--- src/common/ps2_mouse_macros.svh ---
// ---------------------------------------------------------------------
// default sizes and timer counts for the PS/2 mouse front end
// included wherever a width, a packet length or a screen limit is needed
// ---------------------------------------------------------------------
`ifndef PS2_MOUSE_MACROS_SVH
`define PS2_MOUSE_MACROS_SVH

// one movement packet is three 11-bit frames
`define PS2_PACKET_BITS 33
`define PS2_FRAME_BITS 11

// idle clock cycles that close a packet, must exceed the inter-byte gap
`define PS2_WATCHDOG_CYCLES 26000
`define PS2_WATCHDOG_BITS 15

// hold time after each PS/2 clock edge before the next edge is accepted
`define PS2_DEBOUNCE_CYCLES 246
`define PS2_DEBOUNCE_BITS 8

// cursor coordinate width and the default 640x480 screen limits
`define CURSOR_BITS 12
`define CURSOR_MAX_X 639
`define CURSOR_MAX_Y 479

`endif

--- src/ps2_link/ps2_edge_filter.sv ---
// ---------------------------------------------------------------------
// debounced follower for the PS/2 clock line, gives a clean level and
// single-cycle rise and fall strobes to the rest of the link
// ---------------------------------------------------------------------
`timescale 1ns/10ps
`include "ps2_mouse_macros.svh"

module ps2_edge_filter #(
  parameter int debounce_cycles = `PS2_DEBOUNCE_CYCLES
) (
  input  logic clk,
  input  logic reset,
  input  logic ps2_clk_in,
  output logic clean_clk,
  output logic rise,
  output logic fall
);

  typedef enum logic [2:0] {
    st_clk_high,
    st_fall_edge,
    st_fall_wait,
    st_clk_low,
    st_rise_edge,
    st_rise_wait
  } filt_state_t;

  filt_state_t state;
  filt_state_t next_state;

  // two flops take the slow open-drain line into the clk domain
  logic [1:0] sync_q;
  logic [`PS2_DEBOUNCE_BITS-1:0] debounce_count;
  logic debounce_done;
  logic line;

  always_ff @(posedge clk)
  begin
    // the bus idles high through its pull-up
    if (reset)
      sync_q <= 2'b11;
    else
      sync_q <= {sync_q[0], ps2_clk_in};
  end

  assign line = sync_q[1];

  // ---------------------------------------------------------------------
  // debounce timer, restarted by each strobe and held once it expires
  // ---------------------------------------------------------------------
  always_ff @(posedge clk)
  begin
    if (reset || rise || fall)
      debounce_count <= '0;
    else if (!debounce_done)
      debounce_count <= debounce_count + 1'b1;
  end

  assign debounce_done = (debounce_count == `PS2_DEBOUNCE_BITS'(debounce_cycles - 1));

  always_ff @(posedge clk)
  begin
    if (reset)
      state <= st_clk_high;
    else
      state <= next_state;
  end

  // the edge states last one cycle, the wait states ignore the line until
  // the debounce time has passed
  always_comb
  begin
    next_state = state;
    case (state)
      st_clk_high:  if (!line) next_state = st_fall_edge;
      st_fall_edge: next_state = st_fall_wait;
      st_fall_wait: if (debounce_done) next_state = st_clk_low;
      st_clk_low:   if (line) next_state = st_rise_edge;
      st_rise_edge: next_state = st_rise_wait;
      st_rise_wait: if (debounce_done) next_state = st_clk_high;
      default:      next_state = st_clk_high;
    endcase
  end

  // strobes come three cycles after the pin moves, two sync plus one state
  assign fall      = (state == st_fall_edge);
  assign rise      = (state == st_rise_edge);
  assign clean_clk = (state == st_clk_high) || (state == st_rise_edge) ||
                     (state == st_rise_wait);

endmodule

--- config.mk ---
export PLATFORM = sky130hd
export DESIGN_NAME = ps2_edge_filter
export DESIGN_NICKNAME = d
export VERILOG_FILES = /design/src/ps2_link/ps2_edge_filter.sv
export VERILOG_INCLUDE_DIRS = /design/src /design/src/common
export SDC_FILE = /design/constraint.sdc
export NUM_CORES = 1
export LEC_CHECK = 0
export ABC_AREA = 0
export BUFFER_PORTS_ARGS = -buffer_cell sky130_fd_sc_hd__buf_2
export CAP_MARGIN = 20
export CORE_AREA = 5 5 42 44
export DETAILED_ROUTE_END_ITERATION = 12
export DIE_AREA = 0 0 47 49
export PLACE_DENSITY = 0.71
export SKIP_CTS_REPAIR_TIMING = 1
export SYNTH_ARGS = -nofsm -noshare
export SYNTH_HDL_FRONTEND = slang
export SYNTH_SLANG_ARGS = --single-unit
--- constraint.sdc ---
create_clock -name clk -period 1.7 [get_ports clk]
set_input_delay 0.34 -clock clk [delete_from_list [all_inputs] [get_ports clk]]
set_output_delay 0.34 -clock clk [all_outputs]
set_load 0.005 [all_outputs]
==> results of run 1 <==
==> power by group through the flow <==
| stage | clock, mW | sequential, mW | combinational, mW |
|---|---|---|---|
| floorplan | 0 | 0.369 | 0.0982 |
| global placement | 0 | 0.376 | 0.128 |
| detailed placement | 0 | 0.378 | 0.133 |
| CTS | 0.195 | 0.372 | 0.134 |
| global route | 0.213 | 0.378 | 0.146 |
| finish | 0.188 | 0.371 | 0.132 |
==> layout make-up <==
class | instances | area share [%]
inverters | 4 | 2.19
multi-input cells | 50 | 48.3
repair buffers | 6 | 4.75
clock buffers | 4 | 3.84
well taps | 16 | 2.93
flip-flops and latches | 13 | 38.0
==> metal layers <==
metal | vias to the layer above | GRT usage (%)
met4 | 0 | 6.91
li1 | 262 | -
met5 | - | 0
met3 | 4 | 3.32
met2 | 3 | 12.4
met1 | 221 | 16.4
==> synthesized netlist by cell type <==
cell type   n
nor3_1      3
nand4_1     1
a21oi_1     5
buf_4       1
xor2_1      1
a32oi_1     1
inv_1       4
nor2b_1     1
a31oi_1     1
nor3b_1     2
or3_1       4
nor4_1      1
nand3_1     3
o211ai_1    2
nor2_1      3
o21a_1      1
or4b_1      1
xnor2_1     3
o21ai_1     1
o21ai_0     4
or2_2       3
a211oi_1    1
nand2b_1    1
ha_1        2
dfxtp_1    13
nand4b_2    1
and2b_1     2
nand2_1     1
and3_1      1
==> stage by stage <==
stage / hold slack, ps / cell area [um2] / std cells / setup slack, ps / utilization, %
after CTS: 240 / 684 / 93 / 133 / 48.8
after detailed placement: 399 / 658 / 89 / 281 / 47.0
after global placement: 394 / 658 / 89 / 278 / 47.0
after floorplan: 389 / 613 / 68 / 397 / -
after global routing: 247 / 684 / 93 / 34.8 / 48.8
final: 248 / 684 / 93 / 147 / 48.8
==> kinds of logic (layout without fill, tap and decap cells) <==
group,after synthesis,count (layout),share of synthesized area (%)
buffers and inverters,5,14,3.67
flip-flops,13,13,42.4
AND/OR/NAND/NOR,28,28,28.6
adder cells (fa/ha/maj),2,2,4.08
AO/OA/AOI/OAI,16,16,15.5
XOR/XNOR,4,4,5.72
==> flip-flops by register name (all words and copies together), names as in the netlist <==
register / flops
sync_q: 2
debounce_count: 8
state: 3
==> critical path: cells and delay by family (launching register included) <==
kind | cells | cell delay [ps]
and+or+nand+nor | 2 | 420
DFF | 1 | 420
buffers and inverters | 1 | 100
==> how the worst max path moves through the flow <==
stage / startpoint / end / slack, ps / cells after the start
after floorplan: debounce_count[0]$_SDFFE_PP0P_ / debounce_count[1]$_SDFFE_PP0P_ / 400 / 4
after CTS: state[0]$_SDFFE_PP0P_ / fall / 130 / 3
final: state[0]$_SDFFE_PP0P_ / fall / 150 / 3
after global placement: reset / state[0]$_SDFFE_PP0P_ / 280 / 4
after detailed placement: debounce_count[0]$_SDFFE_PP0P_ / debounce_count[1]$_SDFFE_PP0P_ / 280 / 4
after global routing: state[0]$_SDFFE_PP0P_ / fall / 30 / 3
==> layout by cell type (no fill, tap or decap), drive strengths merged, types with 4 or more instances in the layout <==
cell type	count
buf	6
inv	4
a21oi	5
o21ai	5
or3	4
clkbuf	4
dfxtp	13
==> impl_metrics.ini, run 1 <==
[outcome]
outcome = complete, no violations

[cells_and_area]
multi_input_area_um2 = 330
nFillCells = 153
diodes = 0
nets = 83
drive_gt1_share_pct = 16.9
area_growth_pct = 11.6
register_area_um2 = 260

[synthesis]
yosys_warnings = 0
syn_nets = 73
synth.distinct_cells = 29
synth_largest_area_cell = dfxtp_1
synth_area_um2 = 613
avgSynthCellArea_um2 = 9.02
synthTopCellsByArea = dfxtp_1, xnor2_1, a21oi_1
yosysTopAreaCellShare_pct = 42.4
syn_inst = 68
ys_seq_area_share_pct = 42.4
ys_ff_latch = 13

[drt]
routed_wirelength_um = 1050
wl_met2_um = 456
met1_length_um = 546
topRoutingLayerUsed = met4
dr.pass1.iters = 2
post_drt_via_cell_ratio = 5.27
drcViolationCount = 0
vias = 490
drt-wirelength-per-cell_um = 11.2
wl_met3_um = 17
drt-initial-drc-count = 5
ant_nets = 0

[floorplanning]
num_rows = 14
start_util_pct = 43.7
core_mm2 = 0.00140
pin_count = 6
die_height_um = 49
die-area_mm2 = 0.00230
die_x_um = 47

[critical_path]
reg2reg_to = debounce_count[1]$_SDFFE_PP0P_
regToRegSetupSlack_ps = 290
crit_chain = nor2b_1, and2b_1, buf_2
arrival_ps = 1210
required_ps = 1360
reg2reg_depth = 4
critPathSlowestCell = dfxtp_1
critPathMaxStageDelay_ps = 420
path_max_fanout = 6
start_kind = flop
crit_type = reg2out
cp-end-kind = output port
timing.rr.start = debounce_count[0]$_SDFFE_PP0P_

[clock_network]
clockRootBuffer = clkbuf_4
clk_latency_ps = 270
cts_buffers = 3
htree_levels = 1
cts_tree = done
cts.path.max_buffers = 2
cts_sinks = 13
clk_transition_reported_paths_ps = 80

[min_path]
min_path_cells = 2
hp-class = in2reg
hold_end = sync_q[0]$_SDFF_PP1_
worstHoldStart = ps2_clk_in

[power_and_ir_drop]
p_sw_mw = 0.200
p_per_area_mw_per_mm2 = 1010
swShare_pct = 28.9
power.internal_mw = 0.491
irDropWorstVdd_mv = 0.739
report.power.total_mw = 0.691
power_frac_clock_pct = 27.2
p_comb_share_pct = 19.0
seqPwrFrac_pct = 53.7
leakagePower_nw = 0.276

[timing]
finalSetupViolCount = 0
finalSetupTns_ps = 0
report.final.slew_viol_count = 0
period_needed_ps = 1550
maxSlewHeadroom_pct = 62.6
max_freq_mhz = 644
tightestPinTransition_ps = 558
period_share_pct = 91.4
finalHoldViolations = 0
fin_skew_ps = 1.18
rsz0062_at_grt = false

[place]
io_buffers = 5
place_congestion = 0.721
dpl.hpwl_um = 782

[global_route]
grt_overflow = 0
antenna_found_initial = 0
grt_pass1_vias = 405
grt_max_degree = 10
grt_pass1_wl_um = 1820
grt_usage_pct = 10.8

[run]
drv_cap = 0
Note: power is estimated with default switching activity, not from simulation.
==> run 2: changes to the inputs <==
- RECOVER_POWER: not set -> 100
- TNS_END_PERCENT: not set -> 1
- clock period: 1.7 -> 1.6 ns (I/O delays scaled with it)
==> impl_metrics.ini, run 2 (same netlist as run 1, synthesis figures left out) <==
[outcome]
outcome = complete, no violations

[cells_and_area]
area_growth_pct = 12.7
drive_gt1_share_pct = 16.7
largest_reg_flops = 8
stdcell_count = 94
nets = 84
diodes = 0
top_register = debounce_count
layout_common_cells = dfxtp_1, a21oi_1, inv_1, o21ai_0, or3_1
reg_top3 = debounce_count x8, state x3, sync_q x2
layout_commonest_cell = dfxtp_1
postLayoutCellArea_um2 = 691
postLayoutCoreUtil_pct = 49.3

[global_route]
grt_pass1_vias = 441
grt_max_degree = 10
grt_overflow = 0
grt_usage_pct = 12.0
grt_pass1_wl_um = 1990
antenna_found_initial = 0

[drt]
post_drt_via_cell_ratio = 5.41
vias = 509
dr.pass1.iters = 3
ant_nets = 0
drt-wirelength-per-cell_um = 11.8
drcViolationCount = 0
drt-initial-drc-count = 6
routed_wirelength_um = 1110

[timing]
rsz0062_at_grt = true
finalSetupTns_ps = 0
hold-worst-slack_ps = 224
max_freq_mhz = 656
fin_skew_ps = 0.748
tightestPinTransition_ps = 290
report.final.slew_viol_count = 0
finalSetupViolCount = 0
finalHoldViolations = 0
period_needed_ps = 1530
period_share_pct = 95.3
maxSlewHeadroom_pct = 80.6

[place]
dp_cells = 90
place_congestion = 0.716
dpl.hpwl_um = 777
placed_area_um2 = 666
io_buffers = 5

[clock_network]
clockRootBuffer = clkbuf_4
cts_sinks = 13
clk_transition_reported_paths_ps = 80
cts_buffers = 3
htree_levels = 1
cts_tree = done
clk_latency_ps = 280
cts.path.max_buffers = 2

[power_and_ir_drop]
p_per_area_mw_per_mm2 = 1080
leakagePower_nw = 0.255
irDropWorstVdd_mv = 0.619

[critical_path]
required_ps = 1280
crit_chain = nor2b_2, and2b_1, buf_2
critPathSlowestCell = dfxtp_1
reg2reg_depth = 4
start_kind = flop
critPathMaxStageDelay_ps = 440
critical_path.n_buffers_inverters = 1
timing.rr.start = debounce_count[0]$_SDFFE_PP0P_
cp-end-kind = output port
path_max_fanout = 6
arrival_ps = 1210
reg2reg_to = debounce_count[1]$_SDFFE_PP0P_
regToRegSetupSlack_ps = 120
crit_family = flip-flops
crit_type = reg2out

[floorplanning]
num_rows = 14
pin_count = 6
die_x_um = 47
die-area_mm2 = 0.00230
core_mm2 = 0.00140
die_height_um = 49
start_util_pct = 43.7

[min_path]
hp-class = in2reg
worstHoldStart = ps2_clk_in
min_path_cells = 2
hold_end = sync_q[0]$_SDFF_PP1_

[run]
drv_cap = 0
-- run 2: cell count changes in the layout (fill, tap and decap cells not counted), sizes merged --
cell	before	now
buf	6	5
clkbuf	4	6
-- run 2: worst max-delay path by stage --
stage	startpoint	end	slack, ps	cells past startpoint
global placement	reset	state[0]$_SDFFE_PP0P_	200	4
floorplan	debounce_count[0]$_SDFFE_PP0P_	debounce_count[1]$_SDFFE_PP0P_	300	4
CTS	state[0]$_SDFFE_PP0P_	fall	40	3
finish	state[0]$_SDFFE_PP0P_	fall	70	3
detailed placement	debounce_count[0]$_SDFFE_PP0P_	debounce_count[1]$_SDFFE_PP0P_	180	4
global route	state[0]$_SDFFE_PP0P_	fall	-20	3
-- run 2: cell type report --
class | instances | area (um2)
Tap cell | 16 | 20.0
Fill cell | 149 | 711
Timing Repair Buffer | 7 | 37.5
Sequential cell | 13 | 260
Multi-Input combinational cell | 50 | 332
Clock buffer | 4 | 26.3
Inverter | 4 | 15.0
-- run 2: per-stage QoR --
| stage | worst slack (ps) | total power [mW] |
|---|---|---|
| floorplan | 297 | 0.496 |
| global placement | 195 | 0.542 |
| detailed placement | 182 | 0.546 |
| CTS | 36.2 | 0.751 |
| global route | -19.6 | 0.799 |
| finish | 74.8 | 0.749 |
-- run 2: routing by layer --
metal  part of all wire [%]  GRT usage (%)  routed length [um]  vias up
met1                     52           17.6                 573      234
met3                    2.3           4.43                  25        5
li1                       -              -                   -      266
met2                     43           13.8                 476        4
met4                    3.2           8.29                  36        0
met5                      0              0                   0        -
-- run 2: power by group --
group          switching, mW  internal, mW  total (mW)  leakage (nW)
clock                  0.110        0.0968       0.207        0.0150
combinational         0.0696        0.0753       0.145         0.134
sequential            0.0417         0.355       0.397         0.106
