## config.mk

```make
export PLATFORM = sky130hd
export DESIGN_NAME = ps2_frame_gather_flat
export DESIGN_NICKNAME = d
export VERILOG_FILES = /design/src/common/cursor_pkg.sv /design/src/common/ps2_proto_pkg.sv /design/src/common/ps2_frame_if.sv /design/src/ps2_link/ps2_frame_gather.sv /design/src/flat_wrapper.sv
export VERILOG_INCLUDE_DIRS = /design/src /design/src/common
export SDC_FILE = /design/constraint.sdc
export NUM_CORES = 1
export LEC_CHECK = 0
export ABC_CLOCK_PERIOD_IN_PS = 3100
export CORE_MARGIN = 8
export CORE_UTILIZATION = 65
export CTS_CLUSTER_DIAMETER = 120
export DETAILED_ROUTE_END_ITERATION = 12
export DONT_BUFFER_PORTS = 1
export PLACE_DENSITY = 0.81
export SLEW_MARGIN = 10
export SYNTH_ARGS = -nofsm -noshare
export SYNTH_HDL_FRONTEND = slang
export SYNTH_SLANG_ARGS = --single-unit
```

## constraint.sdc

```tcl
create_clock -name clk -period 3.1 [get_ports clk]
set_input_delay 0.465 -clock clk [delete_from_list [all_inputs] [get_ports clk]]
set_output_delay 0.465 -clock clk [all_outputs]
set_load 0.01 [all_outputs]
```

## src/common/ps2_mouse_macros.svh

```systemverilog
// ---------------------------------------------------------------------
// default sizes and timer counts for the PS/2 mouse front end
// included wherever a width, a packet length or a screen limit is needed
// ---------------------------------------------------------------------
`ifndef PS2_MOUSE_MACROS_SVH
`define PS2_MOUSE_MACROS_SVH

// one movement packet is three 11-bit frames
`define PS2_PACKET_BITS 33
`define PS2_FRAME_BITS 11

// idle clock cycles that close a packet, must exceed the inter-byte gap
`define PS2_WATCHDOG_CYCLES 26000
`define PS2_WATCHDOG_BITS 15

// hold time after each PS/2 clock edge before the next edge is accepted
`define PS2_DEBOUNCE_CYCLES 246
`define PS2_DEBOUNCE_BITS 8

// cursor coordinate width and the default 640x480 screen limits
`define CURSOR_BITS 12
`define CURSOR_MAX_X 639
`define CURSOR_MAX_Y 479

`endif

```

## src/common/cursor_pkg.sv

```systemverilog
// ---------------------------------------------------------------------
// cursor side types, coordinates and the button field
// ---------------------------------------------------------------------
`include "ps2_mouse_macros.svh"

package cursor_pkg;

  // absolute screen coordinate, always between 0 and the screen limit
  typedef logic [`CURSOR_BITS-1:0] coord_t;

  // button field ordered left-middle-right from the MSB down
  typedef logic [2:0] buttons_t;

  // bit positions inside buttons_t
  localparam int btn_left   = 2;
  localparam int btn_middle = 1;
  localparam int btn_right  = 0;

endpackage

```

## src/common/ps2_proto_pkg.sv

```systemverilog
// ---------------------------------------------------------------------
// PS/2 wire protocol types: one frame, the three-frame packet and the
// decoded movement report that the cursor side consumes
// ---------------------------------------------------------------------
`include "ps2_mouse_macros.svh"

package ps2_proto_pkg;

  // number of byte frames in one movement packet
  localparam int ps2_frames = `PS2_PACKET_BITS / `PS2_FRAME_BITS;

  // stream-enable command, the mouse answers with an FA acknowledge byte
  localparam logic [7:0] PS2_CMD_ENABLE_STREAM = 8'hf4;

  // one frame as it arrives, start bit first, so start sits at bit 0
  typedef struct packed {
    logic       stop;
    logic       parity;
    logic [7:0] data;
    logic       start;
  } ps2_frame_t;

  // the shift register fills LSB first, so byte 0 lands in frames[0]
  typedef union packed {
    logic [`PS2_PACKET_BITS-1:0]  raw;
    ps2_frame_t [ps2_frames-1:0]  frames;
  } ps2_packet_u;

  // increments are two's complement with the sign taken from byte 0
  typedef struct packed {
    logic signed [8:0]    dx;
    logic signed [8:0]    dy;
    cursor_pkg::buttons_t buttons;
  } move_report_t;

  // wide enough to count a full packet plus a few stray bits
  typedef logic [$clog2(`PS2_PACKET_BITS + 1)-1:0] bit_count_t;

endpackage

```

## src/common/ps2_frame_if.sv

```systemverilog
// ---------------------------------------------------------------------
// gather status and decoded report shared by the frame gatherer, the
// link control and the cursor tracker
// ---------------------------------------------------------------------
`timescale 1ns/10ps

interface ps2_frame_if;

  ps2_proto_pkg::bit_count_t   bit_count;
  logic                        watchdog_done;
  logic                        packet_good;
  ps2_proto_pkg::move_report_t report;

  // the gatherer owns every signal here
  modport gather (output bit_count, output watchdog_done, output packet_good,
                  output report);

  // the sequencer only needs the counters and the verdict
  modport ctrl (input bit_count, input watchdog_done, input packet_good);

  // the tracker reads the report when the sequencer strobes it
  modport track (input report);

endinterface

```

## src/ps2_link/ps2_frame_gather.sv

```systemverilog
// ---------------------------------------------------------------------
// receive path of the PS/2 link: shifts data bits on each clock fall,
// counts them, times the idle gap and checks and decodes the packet
// ---------------------------------------------------------------------
`timescale 1ns/10ps
`include "ps2_mouse_macros.svh"

module ps2_frame_gather #(
  parameter int watchdog_cycles = `PS2_WATCHDOG_CYCLES
) (
  input  logic        clk,
  input  logic        reset,
  input  logic        ps2_data_in,
  input  logic        rise,
  input  logic        fall,
  ps2_frame_if.gather frame
);

  ps2_proto_pkg::ps2_packet_u   packet;
  ps2_proto_pkg::bit_count_t    bit_count;
  ps2_proto_pkg::move_report_t  report;
  logic [`PS2_WATCHDOG_BITS-1:0] watchdog_count;
  logic watchdog_done;
  logic good;

  // the newest bit enters at the top, so after 33 falls byte 0 sits lowest
  always_ff @(posedge clk)
  begin
    if (fall)
      packet.raw <= {ps2_data_in, packet.raw[`PS2_PACKET_BITS-1:1]};
  end

  // a quiet line clears a partial count so one glitch cannot shift
  // every later packet out of alignment
  always_ff @(posedge clk)
  begin
    if (reset)
      bit_count <= '0;
    else if (fall)
      bit_count <= bit_count + 1'b1;
    else if (watchdog_done)
      bit_count <= '0;
  end

  // ---------------------------------------------------------------------
  // watchdog, counts idle cycles since the last edge of either kind
  // ---------------------------------------------------------------------
  always_ff @(posedge clk)
  begin
    if (reset || rise || fall)
      watchdog_count <= '0;
    else if (!watchdog_done)
      watchdog_count <= watchdog_count + 1'b1;
  end

  // stays high from the last count until the next strobe
  assign watchdog_done = (watchdog_count == `PS2_WATCHDOG_BITS'(watchdog_cycles - 1));

  // every frame needs a low start, a high stop and odd parity over data
  // plus the parity bit
  always_comb
  begin
    good = 1'b1;
    for (int i = 0; i < ps2_proto_pkg::ps2_frames; i++)
    begin
      if (packet.frames[i].start != 1'b0)
        good = 1'b0;
      if (packet.frames[i].stop != 1'b1)
        good = 1'b0;
      if (packet.frames[i].parity != ~^packet.frames[i].data)
        good = 1'b0;
    end
  end

  // byte 0 carries the sign bits and buttons, bytes 1 and 2 the magnitudes
  // byte 0 layout is YV XV YS XS 1 M R L, overflow bits are not used
  always_comb
  begin
    report.dx = {packet.frames[0].data[4], packet.frames[1].data};
    report.dy = {packet.frames[0].data[5], packet.frames[2].data};
    report.buttons[cursor_pkg::btn_left]   = packet.frames[0].data[0];
    report.buttons[cursor_pkg::btn_middle] = packet.frames[0].data[2];
    report.buttons[cursor_pkg::btn_right]  = packet.frames[0].data[1];
  end

  assign frame.bit_count     = bit_count;
  assign frame.watchdog_done = watchdog_done;
  assign frame.packet_good   = good;
  assign frame.report        = report;

endmodule

```

## src/flat_wrapper.sv

```systemverilog
// flat-port wrapper written by rule: the top's interface ports become plain ports
module ps2_frame_gather_flat 
#(
  parameter int watchdog_cycles = `PS2_WATCHDOG_CYCLES
)
  (clk, reset, ps2_data_in, rise, fall, frame_bit_count, frame_watchdog_done, frame_packet_good, frame_report);
  ps2_frame_if frame_i ();
  input  logic clk;
  input  logic reset;
  input  logic ps2_data_in;
  input  logic rise;
  input  logic fall;
  output wire logic [$bits(frame_i.bit_count)-1:0] frame_bit_count;
  output wire logic [$bits(frame_i.watchdog_done)-1:0] frame_watchdog_done;
  output wire logic [$bits(frame_i.packet_good)-1:0] frame_packet_good;
  output wire logic [$bits(frame_i.report)-1:0] frame_report;
  assign frame_bit_count = frame_i.bit_count;
  assign frame_watchdog_done = frame_i.watchdog_done;
  assign frame_packet_good = frame_i.packet_good;
  assign frame_report = frame_i.report;
  ps2_frame_gather #(.watchdog_cycles(watchdog_cycles)) u_core (.clk(clk), .reset(reset), .ps2_data_in(ps2_data_in), .rise(rise), .fall(fall), .frame(frame_i));
endmodule
```

==> impl_metrics.py <==
metrics = {
    "run_status": {
        "status": "finished clean",
    },
    "timing": {
        "finalSetupTns_ps": 0,
        "worst_pin_slew_ps": 635,
        "max_slew_margin_pct": 57.3,
        "period_share_pct": 84.6,
        "whs_ps": 223,
        "finalSetupViolCount": 0,
        "maxSlewViolCount": 0,
        "skew_ps": 3.37,
        "finalHoldViolCount": 0,
        "period_minus_slack_ps": 2620,
        "max_freq_mhz": 381,
        "rsz0062_at_grt": "false",
    },
    "drt": {
        "dr.pass1.iters": 4,
        "ant_nets": 0,
        "first_iter_violations": 117,
        "num_vias": 1299,
        "wl_per_cell_um": 17.3,
        "drc_errors": 0,
        "vias_per_cell": 5.72,
        "routed_wl_um": 3930,
    },
    "final_layout": {
        "final_common_cell": "edfxtp_1",
        "layout-drive-gt1-share_pct": 7.26,
        "final_core_util_pct": 66.2,
        "diodes": 0,
        "area_growth_pct": -1.19,
        "num-fill-cells": 245,
        "layout_common_cells": "edfxtp_1, xnor2_1, dfxtp_1",
        "nets": 185,
    },
    "synthesis": {
        "syn-num-nets": 202,
        "syn_inst": 195,
        "yosys.area_share.xor_xnor_pct": 12.9,
        "synthSimpleGateAreaFrac_pct": 15.1,
        "synth_top_family_by_area": "simple AND/OR/NAND/NOR gates",
        "synth_compound_area_share_pct": 4.56,
        "async_reset_ff_share_pct": 0,
        "ys_warn_count": 0,
        "synth-edff-count": 33,
        "synthAdderAreaFrac_pct": 1.04,
        "ys_seq_area_share_pct": 58.4,
        "syn_avg_cell_area_um2": 12.4,
        "synth.area.mux_share_pct": 0,
        "synth_seq_cells": 54,
        "netlist_area_um2": 2420,
        "synth_cell_types": 33,
        "synth_flop_cell": "edfxtp_1",
    },
    "floorplanning": {
        "dieArea_um2": 5920,
        "rows": 22,
        "fp.dieW_um": 77.0,
        "core_area_um2": 3610,
        "num_io_pins": 34,
        "die_h_um": 77.0,
        "start_util_pct": 67.0,
    },
    "clock_tree": {
        "clk-insertion-delay-late_ps": 300,
        "cts_tree": "done",
        "clockBufferDepth": 2,
        "cts_root_buf": "clkbuf_8",
        "numCtsBuffers": 5,
        "ctsResizeCount": 0,
        "clk_pin_slew_worst_paths_ps": 90,
        "htreeDepth": 2,
        "cts_setup_buffers": 0,
        "cts_sinks": 54,
        "ctsHoldBuffers": 0,
    },
    "setup_path": {
        "max_stage_delay_ps": 570,
        "cp-end-kind": "output port",
        "path_max_fanout": 3,
        "critPathLaunchType": "flip-flop",
        "path_buf_inv": 0,
        "critical_path.cell_chain": "xnor2_1 -> xnor3_1 -> xnor2_1 -> nor4_1",
        "worst_ep_required_time_ps": 2630,
        "critPathArrivalTime_ps": 2160,
        "cp_top_family": "XOR/XNOR gates",
        "critPathKind": "reg -> out",
        "cp_slowest_cell": "nor4_1",
        "cp_common_cell": "xnor2_1",
    },
    "power_and_ir_drop": {
        "power_frac_seq_pct": 65.3,
        "peakVddDrop_mv": 0.261,
        "p_clk_share_pct": 28.7,
        "pwr-share-comb_pct": 6.0,
        "power_density_nw_per_um2": 531,
        "p_sw_uw": 267,
        "p_int_uw": 1000,
        "p_sw_share_pct": 21.1,
        "leakagePower_nw": 0.739,
    },
    "grt": {
        "grt-ovfl-total": 0,
        "grt_pass1_wl_um": 6380,
        "antenna_found_initial": 0,
        "grt_max_degree": 50,
        "grt_usage_pct": 13.2,
        "grt_pass1_vias": 1267,
    },
    "hold_path": {
        "hold_path.class": "in -> reg",
    },
    "placement": {
        "gp_congestion": 0.717,
        "port_buffers": 0,
        "dp_hpwl_um": 2760,
    },
    "run": {
        "maxCapViolCount": 0,
    },
}
cells in the mapped netlist (2+ instances only):
cell | n | share of area [%]
xor2_1 | 3 | 1.1
nand3_2 | 2 | 0.83
nor4_1 | 5 | 1.3
nand3_1 | 5 | 1.0
a21oi_1 | 8 | 1.7
buf_4 | 21 | 6.5
a311oi_1 | 2 | 0.73
and3_1 | 2 | 0.52
xnor2_1 | 25 | 9.1
o21ai_0 | 4 | 0.83
clkbuf_1 | 3 | 0.47
a41oi_1 | 2 | 0.73
nand3b_1 | 7 | 2.2
edfxtp_1 | 33 | 41
ha_1 | 2 | 1.0
inv_1 | 5 | 0.78
or3_1 | 5 | 1.3
nor2_1 | 11 | 1.7
nand4_1 | 2 | 0.52
dfxtp_1 | 21 | 17
nand2b_1 | 3 | 0.78
nand2_1 | 9 | 1.4
nor3_1 | 3 | 0.62
xnor3_1 | 3 | 2.8
worst paths after layout:
check	from	cells after the start	slack, ps	to
max	u_core.packet[25]	4	480	frame_packet_good
min	reset	1	220	u_core.frame.bit_count[0]
min reg2reg	u_core.packet[21]	0	450	u_core.packet[20]
max reg2reg	u_core.watchdog_count[0]	5	1370	u_core.watchdog_count[14]
sequential cells by signal, summed over array words and instances, names as in the netlist:
name,cells
u_core.packet,33
u_core.watchdog_count,15
u_core.frame.bit_count,6
area by class of cell:
cell class / instances / area [µm²] / share of cell area [%]
Sequential cell: 54 / 1410 / 59.1
Multi-Input combinational cell: 111 / 813 / 34.1
Tap cell: 48 / 60.1 / 2.52
Inverter: 6 / 22.5 / 0.943
Clock buffer: 7 / 76.3 / 3.20
Clock inverter: 1 / 3.75 / 0.157
routing by layer:
layer | vias up | track usage (%) | routed length (µm)
met5 | - | 0 | 0
met1 | 634 | 16.0 | 1700
met2 | 23 | 21.7 | 1990
li1 | 637 | - | -
met3 | 5 | 4.31 | 197
met4 | 0 | 4.04 | 44
power groups by stage:
| stage | clock network (mW) | registers [mW] | logic [mW] |
|---|---|---|---|
| 2_1_floorplan | 0 | 0.826 | 0.0980 |
| 3_3_place_gp | 0 | 0.842 | 0.0747 |
| 3_5_place_dp | 0 | 0.844 | 0.0768 |
| 4_1_cts | 0.376 | 0.828 | 0.0773 |
| 5_1_grt | 0.397 | 0.832 | 0.0826 |
| 6_report | 0.364 | 0.827 | 0.0758 |
through the flow:
step / instances / setup slack [ps] / instance area, µm² / power, mW
floorplan: 195 / 1100 / 2420 / 0.924
global placement: 219 / 863 / 2310 / 0.917
detailed placement: 219 / 753 / 2310 / 0.921
CTS: 227 / 412 / 2390 / 1.28
global route: 227 / 328 / 2390 / 1.31
finish: 227 / 476 / 2390 / 1.27
kinds of logic after synthesis:
kind of cell             Yosys count
buffers and inverters             30
adder cells (fa/ha/maj)            2
XOR/XNOR                          31
AND/OR/NAND/NOR                   60
flip-flops                        54
AO/OA/AOI/OAI                     18
Power figures use the tool's default switching activity.
