**config.mk**
```make
export PLATFORM = sky130hd
export DESIGN_NAME = cursor_tracker_flat
export DESIGN_NICKNAME = d
export VERILOG_FILES = /design/src/common/cursor_pkg.sv /design/src/common/ps2_proto_pkg.sv /design/src/common/ps2_frame_if.sv /design/src/hw/cursor_tracker.sv /design/src/flat_wrapper.sv
export VERILOG_INCLUDE_DIRS = /design/src /design/src/common
export SDC_FILE = /design/constraint.sdc
export NUM_CORES = 1
export LEC_CHECK = 0
export BUFFER_PORTS_ARGS = -buffer_cell sky130_fd_sc_hd__buf_2
export CAP_MARGIN = 40
export CORE_MARGIN = 1
export CORE_UTILIZATION = 59
export DETAILED_ROUTE_END_ITERATION = 12
export MAX_ROUTING_LAYER = met4
export PLACE_DENSITY = 0.85
export SLEW_MARGIN = 25
export SYNTH_ARGS = -nofsm -noshare
export SYNTH_HDL_FRONTEND = slang
export SYNTH_SLANG_ARGS = --single-unit
```
**constraint.sdc**
```tcl
create_clock -name clk -period 6.9 [get_ports clk]
set_input_delay 1.38 -clock clk [delete_from_list [all_inputs] [get_ports clk]]
set_output_delay 1.38 -clock clk [all_outputs]
set_load 0.005 [all_outputs]
```
**src/common/ps2_mouse_macros.svh**
```systemverilog
// ---------------------------------------------------------------------
// default sizes and timer counts for the PS/2 mouse front end
// included wherever a width, a packet length or a screen limit is needed
// ---------------------------------------------------------------------
`ifndef PS2_MOUSE_MACROS_SVH
`define PS2_MOUSE_MACROS_SVH

// one movement packet is three 11-bit frames
`define PS2_PACKET_BITS 33
`define PS2_FRAME_BITS 11

// idle clock cycles that close a packet, must exceed the inter-byte gap
`define PS2_WATCHDOG_CYCLES 26000
`define PS2_WATCHDOG_BITS 15

// hold time after each PS/2 clock edge before the next edge is accepted
`define PS2_DEBOUNCE_CYCLES 246
`define PS2_DEBOUNCE_BITS 8

// cursor coordinate width and the default 640x480 screen limits
`define CURSOR_BITS 12
`define CURSOR_MAX_X 639
`define CURSOR_MAX_Y 479

`endif

```
**src/common/cursor_pkg.sv**
```systemverilog
// ---------------------------------------------------------------------
// cursor side types, coordinates and the button field
// ---------------------------------------------------------------------
`include "ps2_mouse_macros.svh"

package cursor_pkg;

  // absolute screen coordinate, always between 0 and the screen limit
  typedef logic [`CURSOR_BITS-1:0] coord_t;

  // button field ordered left-middle-right from the MSB down
  typedef logic [2:0] buttons_t;

  // bit positions inside buttons_t
  localparam int btn_left   = 2;
  localparam int btn_middle = 1;
  localparam int btn_right  = 0;

endpackage

```
**src/common/ps2_proto_pkg.sv**
```systemverilog
// ---------------------------------------------------------------------
// PS/2 wire protocol types: one frame, the three-frame packet and the
// decoded movement report that the cursor side consumes
// ---------------------------------------------------------------------
`include "ps2_mouse_macros.svh"

package ps2_proto_pkg;

  // number of byte frames in one movement packet
  localparam int ps2_frames = `PS2_PACKET_BITS / `PS2_FRAME_BITS;

  // stream-enable command, the mouse answers with an FA acknowledge byte
  localparam logic [7:0] PS2_CMD_ENABLE_STREAM = 8'hf4;

  // one frame as it arrives, start bit first, so start sits at bit 0
  typedef struct packed {
    logic       stop;
    logic       parity;
    logic [7:0] data;
    logic       start;
  } ps2_frame_t;

  // the shift register fills LSB first, so byte 0 lands in frames[0]
  typedef union packed {
    logic [`PS2_PACKET_BITS-1:0]  raw;
    ps2_frame_t [ps2_frames-1:0]  frames;
  } ps2_packet_u;

  // increments are two's complement with the sign taken from byte 0
  typedef struct packed {
    logic signed [8:0]    dx;
    logic signed [8:0]    dy;
    cursor_pkg::buttons_t buttons;
  } move_report_t;

  // wide enough to count a full packet plus a few stray bits
  typedef logic [$clog2(`PS2_PACKET_BITS + 1)-1:0] bit_count_t;

endpackage

```
**src/common/ps2_frame_if.sv**
```systemverilog
// ---------------------------------------------------------------------
// gather status and decoded report shared by the frame gatherer, the
// link control and the cursor tracker
// ---------------------------------------------------------------------
`timescale 1ns/10ps

interface ps2_frame_if;

  ps2_proto_pkg::bit_count_t   bit_count;
  logic                        watchdog_done;
  logic                        packet_good;
  ps2_proto_pkg::move_report_t report;

  // the gatherer owns every signal here
  modport gather (output bit_count, output watchdog_done, output packet_good,
                  output report);

  // the sequencer only needs the counters and the verdict
  modport ctrl (input bit_count, input watchdog_done, input packet_good);

  // the tracker reads the report when the sequencer strobes it
  modport track (input report);

endinterface

```
**src/hw/cursor_tracker.sv**
```systemverilog
// ---------------------------------------------------------------------
// absolute cursor position, adds each accepted report to x and y with
// clamping to the screen and latches the buttons
// ---------------------------------------------------------------------
`timescale 1ns/10ps
`include "ps2_mouse_macros.svh"

module cursor_tracker #(
  parameter int max_x = `CURSOR_MAX_X,
  parameter int max_y = `CURSOR_MAX_Y
) (
  input  logic                 clk,
  input  logic                 reset,
  input  logic                 report_strobe,
  ps2_frame_if.track           frame,
  output cursor_pkg::coord_t   mx,
  output cursor_pkg::coord_t   my,
  output cursor_pkg::buttons_t btn_click
);

  // two extra bits hold the sign and the carry past the coordinate range
  localparam int sum_bits = `CURSOR_BITS + 2;

  logic signed [sum_bits-1:0] x_sum;
  logic signed [sum_bits-1:0] y_sum;

  // saturates a signed sum into 0 .. limit
  function automatic cursor_pkg::coord_t clamp_coord(
    input logic signed [sum_bits-1:0] value,
    input int                         limit
  );
    cursor_pkg::coord_t result;
    if (value < 0)
      result = '0;
    else if (value > limit)
      result = cursor_pkg::coord_t'(limit);
    else
      result = cursor_pkg::coord_t'(value);
    return result;
  endfunction

  // mouse y grows upward while screen rows grow downward, hence the minus
  assign x_sum = $signed({2'b00, mx}) + $signed(frame.report.dx);
  assign y_sum = $signed({2'b00, my}) - $signed(frame.report.dy);

  always_ff @(posedge clk)
  begin
    if (reset)
    begin
      mx        <= '0;
      my        <= '0;
      btn_click <= '0;
    end
    else if (report_strobe)
    begin
      mx        <= clamp_coord(x_sum, max_x);
      my        <= clamp_coord(y_sum, max_y);
      btn_click <= frame.report.buttons;
    end
  end

endmodule

```
**src/flat_wrapper.sv**
```systemverilog
// flat-port wrapper written by rule: the top's interface ports become plain ports
module cursor_tracker_flat 
#(
  parameter int max_x = `CURSOR_MAX_X,
  parameter int max_y = `CURSOR_MAX_Y
)
  (clk, reset, report_strobe, mx, my, btn_click, frame_report);
  ps2_frame_if frame_i ();
  input  logic clk;
  input  logic reset;
  input  logic report_strobe;
  output cursor_pkg::coord_t mx;
  output cursor_pkg::coord_t my;
  output cursor_pkg::buttons_t btn_click;
  input wire logic [$bits(frame_i.report)-1:0] frame_report;
  assign frame_i.report = frame_report;
  cursor_tracker #(.max_x(max_x), .max_y(max_y)) u_core (.clk(clk), .reset(reset), .report_strobe(report_strobe), .frame(frame_i), .mx(mx), .my(my), .btn_click(btn_click));
endmodule
```
==> summary.txt <==
category of the critical setup timing path - in -> reg
vias - 2278
initial standard-cell utilization of the core - 0.630
Top delay family on crit path - compound AO/OA/AOI/OAI gates
critical path buffer and inverter count - 1
result of the run - finished, final reports clean
flop and latch count out of synthesis - 27
prevailing post-synth register cell - sky130_fd_sc_hd__dfxtp_1
Cell Pwr Density - 160 nW/µm²
clock latency reported for the late side of the worst-skew pair - 0.28 ns
Most Frequent Cell on Critical Path - sky130_fd_sc_hd__o21ai_1
wire length of the first global-routing pass - 9.11 mm
FFs w/ async S/R, synth - 0
number of synthesized flops with an enable pin - 0
synthesized area divided by synthesized cell count - 8.64 µm²
CTS HTree Levels - 1
Fin Setup TNS - 0 ns
DR pass1 iterations - 4
clock slew seen by the registers of the worst setup and hold paths - 0.09 ns
antenna fix cells - 0
type of the most critical hold path - reg -> reg
grt ovf - 0
sequential element share of the synthesized area - 0.227
die span in y - 65.5 µm
Post-route DRC - 0
largest clock skew in the final design - 0.00410 ns
crit-path max cell delay - 0.47 ns
slew at the pin closest to its max-slew limit - 0.762 ns
Post-Synthesis Net Count - 327
mapped cell area - 2380 µm²
final estimated routing congestion in global placement - 0.890
fraction of layout cells with a size suffix above 1 - 0.206
I/O Buffers - 50
detailed router's first-iteration violation count - 128
maximum number of pins on one net before global-route repair - 15
IR Drop Worst-Case VDD - 0.130 mV
count of different cell masters after synthesis - 59
remaining max-slew budget at the tightest pin - 0.490
unrepaired setup endpoints after global routing - no
Num Clock Sinks - 27
root cell of the clock tree - sky130_fd_sc_hd__clkbuf_8
required time of the critical path - 7.07 ns
Routed wire per std cell - 14.6 µm
final count of pins violating max slew - 0
number of vias per cell after detailed routing - 6.17
number of max-capacitance violations reported - 0
final critical delay including setup and external delays - 4.03 ns
count of hold buffers inserted by post-cts repair - 0
clock tree from TritonCTS - yes
highest attainable clock frequency - 248 MHz
slowest stage cell on the critical path - sky130_fd_sc_hd__or4b_1
Inserted Clock Buffers - 3
horizontal die dimension - 65.5 µm
floorplan core area - 3770 µm²
IO Pins - 51
worst-case clock buffer depth - 2
maximum fanout along the worst path - 7
final worst-path cycle share - 0.584
placed wire-length estimate after detailed placement - 4.31 mm
final hold violation count - 0
Post-Synthesis Cells - 275
PostCTS Resize Cnt - 0
All-Layer GR Usage - 0.277
Layout Nets - 374
initial antenna violation count - 0
row count - 22
Final setup viols - 0
crit path capture type - register
PnR Total Power - 0.000431 W
number of global-route vias before repair - 2090
Routed Wire Length - 5.39 mm
Worst Path Arrival - 4.20 ns
number of buffers inserted to repair setup after CTS - 0
startpoint type of the worst setup path - input port
warnings from Yosys - 0
Area Overhead vs Synth - 13.6%
sequence of cells on the critical path - buf_2 > ha_1 > fa_1 > a211oi_2 > o21ai_1 > a41o_1 > or4b_1 > a31oi_1 > o21ai_1 > o21a_4 > a221o_1
total die area - 4290 µm²
Leakage Power - 1.28 nW
number of routed nets with antenna violations - 0
report_power, final:
part	internal, W	total, W	switching [W]	leakage (nW)
Clock	0.0000415	0.0000918	0.0000503	0.0228
Combinational	0.0000738	0.000165	0.0000908	1.03
Sequential	0.000166	0.000174	0.00000840	0.222
Total	0.000281	0.000431	0.000149	1.28
layer usage:
layer / up-vias / track usage / routed length [µm]
met1: 1073 / 0.361 / 2600
met3: 10 / 0.0573 / 252
met2: 63 / 0.445 / 2470
met4: 0 / 0.0516 / 63
met5: - / - / 0
li1: 1132 / - / -
cells in the mapped netlist (all sizes together) (2+ instances only):
| master | instances | area (µm²) |
|---|---|---|
| or3 | 3 | 18.8 |
| a211o | 2 | 17.5 |
| o21a | 6 | 52.6 |
| a21oi | 14 | 70.1 |
| a21o | 6 | 45.0 |
| ha | 26 | 325 |
| a2111oi | 4 | 92.6 |
| a211oi | 4 | 35.0 |
| o31ai | 5 | 37.5 |
| inv | 14 | 52.6 |
| a41o | 2 | 20.0 |
| o211ai | 4 | 30.0 |
| nand3b | 2 | 15.0 |
| nand2b | 5 | 31.3 |
| nor3 | 7 | 35.0 |
| mux2i | 4 | 40.0 |
| nand2 | 20 | 75.1 |
| a32o | 2 | 20.0 |
| o31a | 2 | 17.5 |
| o2bb2ai | 2 | 17.5 |
| o21bai | 2 | 15.0 |
| nor2 | 17 | 63.8 |
| nor3b | 2 | 15.0 |
| xor2 | 6 | 52.6 |
| nor4bb | 2 | 20.0 |
| fa | 2 | 40.0 |
| a221o | 7 | 70.1 |
| a31oi | 2 | 12.5 |
| clkbuf | 7 | 26.3 |
| nand3 | 4 | 20.0 |
| nor4b | 2 | 17.5 |
| nor4 | 6 | 37.5 |
| buf | 3 | 21.3 |
| and3 | 2 | 12.5 |
| and2 | 6 | 37.5 |
| nor2b | 3 | 18.8 |
| dfxtp | 27 | 541 |
| xnor2 | 9 | 78.8 |
| nand4 | 3 | 18.8 |
| o21ai | 16 | 83.8 |
cell families after synthesis:
group           synth area share
simple gates               0.194
buf+inv                   0.0421
compound gates             0.305
mux                       0.0216
flops                      0.227
fa+ha+maj                  0.154
xor+xnor                  0.0553
worst register-to-register path, cell delays in order, from the launching register on:
cell and delay (ns):
sky130_fd_sc_hd__dfxtp_1 0.34, sky130_fd_sc_hd__ha_1 0.23, sky130_fd_sc_hd__fa_1 0.44, sky130_fd_sc_hd__a211oi_2 0.23, sky130_fd_sc_hd__o21ai_1 0.15, sky130_fd_sc_hd__a41o_1 0.32, sky130_fd_sc_hd__or4b_1 0.47, sky130_fd_sc_hd__a31oi_1 0.23
sky130_fd_sc_hd__o21ai_1 0.14, sky130_fd_sc_hd__o21a_4 0.25, sky130_fd_sc_hd__a221o_1 0.26
per-stage QoR:
step / std cells / hold slack, ns / cell area, µm² / util / setup slack [ns]
CTS: 369 / 0.470 / 2700 / 0.716 / 2.91
global placement: 364 / 0.449 / 2650 / 0.702 / 2.69
detailed placement: 365 / 0.456 / 2650 / 0.704 / 2.63
finish: 369 / 0.467 / 2700 / 0.716 / 2.87
global route: 369 / 0.487 / 2700 / 0.716 / 2.72
floorplan: 275 / 0.451 / 2380 / - / 2.91
layout by cell type, fill, tap and decap left out, types with 4 or more instances in the layout:
cell,instances
sky130_fd_sc_hd__o21ai_0,4
sky130_fd_sc_hd__nor4_1,6
sky130_fd_sc_hd__nor2_1,17
sky130_fd_sc_hd__o211ai_1,4
sky130_fd_sc_hd__buf_2,50
sky130_fd_sc_hd__a21oi_1,14
sky130_fd_sc_hd__nand3_1,4
sky130_fd_sc_hd__and2_1,6
sky130_fd_sc_hd__nor3_1,7
sky130_fd_sc_hd__mux2i_1,4
sky130_fd_sc_hd__a21o_1,6
sky130_fd_sc_hd__o21ai_1,11
sky130_fd_sc_hd__dfxtp_1,27
sky130_fd_sc_hd__nand2b_1,5
sky130_fd_sc_hd__nand2_1,20
sky130_fd_sc_hd__xnor2_1,9
sky130_fd_sc_hd__xor2_1,6
sky130_fd_sc_hd__a221o_1,7
sky130_fd_sc_hd__inv_1,14
sky130_fd_sc_hd__o21a_1,5
sky130_fd_sc_hd__ha_1,26
sky130_fd_sc_hd__o31ai_1,5
state kept, by name (all words and copies together) (netlist names):
signal / flops
u_core.btn_click: 3
u_core.my: 12
u_core.mx: 12
path summary, 6_finish.rpt:
| kind | start | end | slack, ns | cells past startpoint |
|---|---|---|---|---|
| hold reg to reg | u_core.mx[9] | u_core.mx[9] | 0.47 | 2 |
| setup reg to reg | u_core.mx[0] | u_core.mx[4] | 3.74 | 10 |
| hold / removal | u_core.mx[9] | u_core.mx[9] | 0.47 | 2 |
| setup / recovery | frame_report[12] | u_core.mx[4] | 2.87 | 11 |
cell type report:
type | count | area [µm²]
Tap cell | 48 | 60.1
Multi-Input combinational cell | 224 | 1740
Clock buffer | 4 | 45.0
Sequential cell | 27 | 541
Inverter | 14 | 52.6
Fill cell | 302 | 1070
Timing Repair Buffer | 52 | 265
Power figures use the tool's default switching activity.
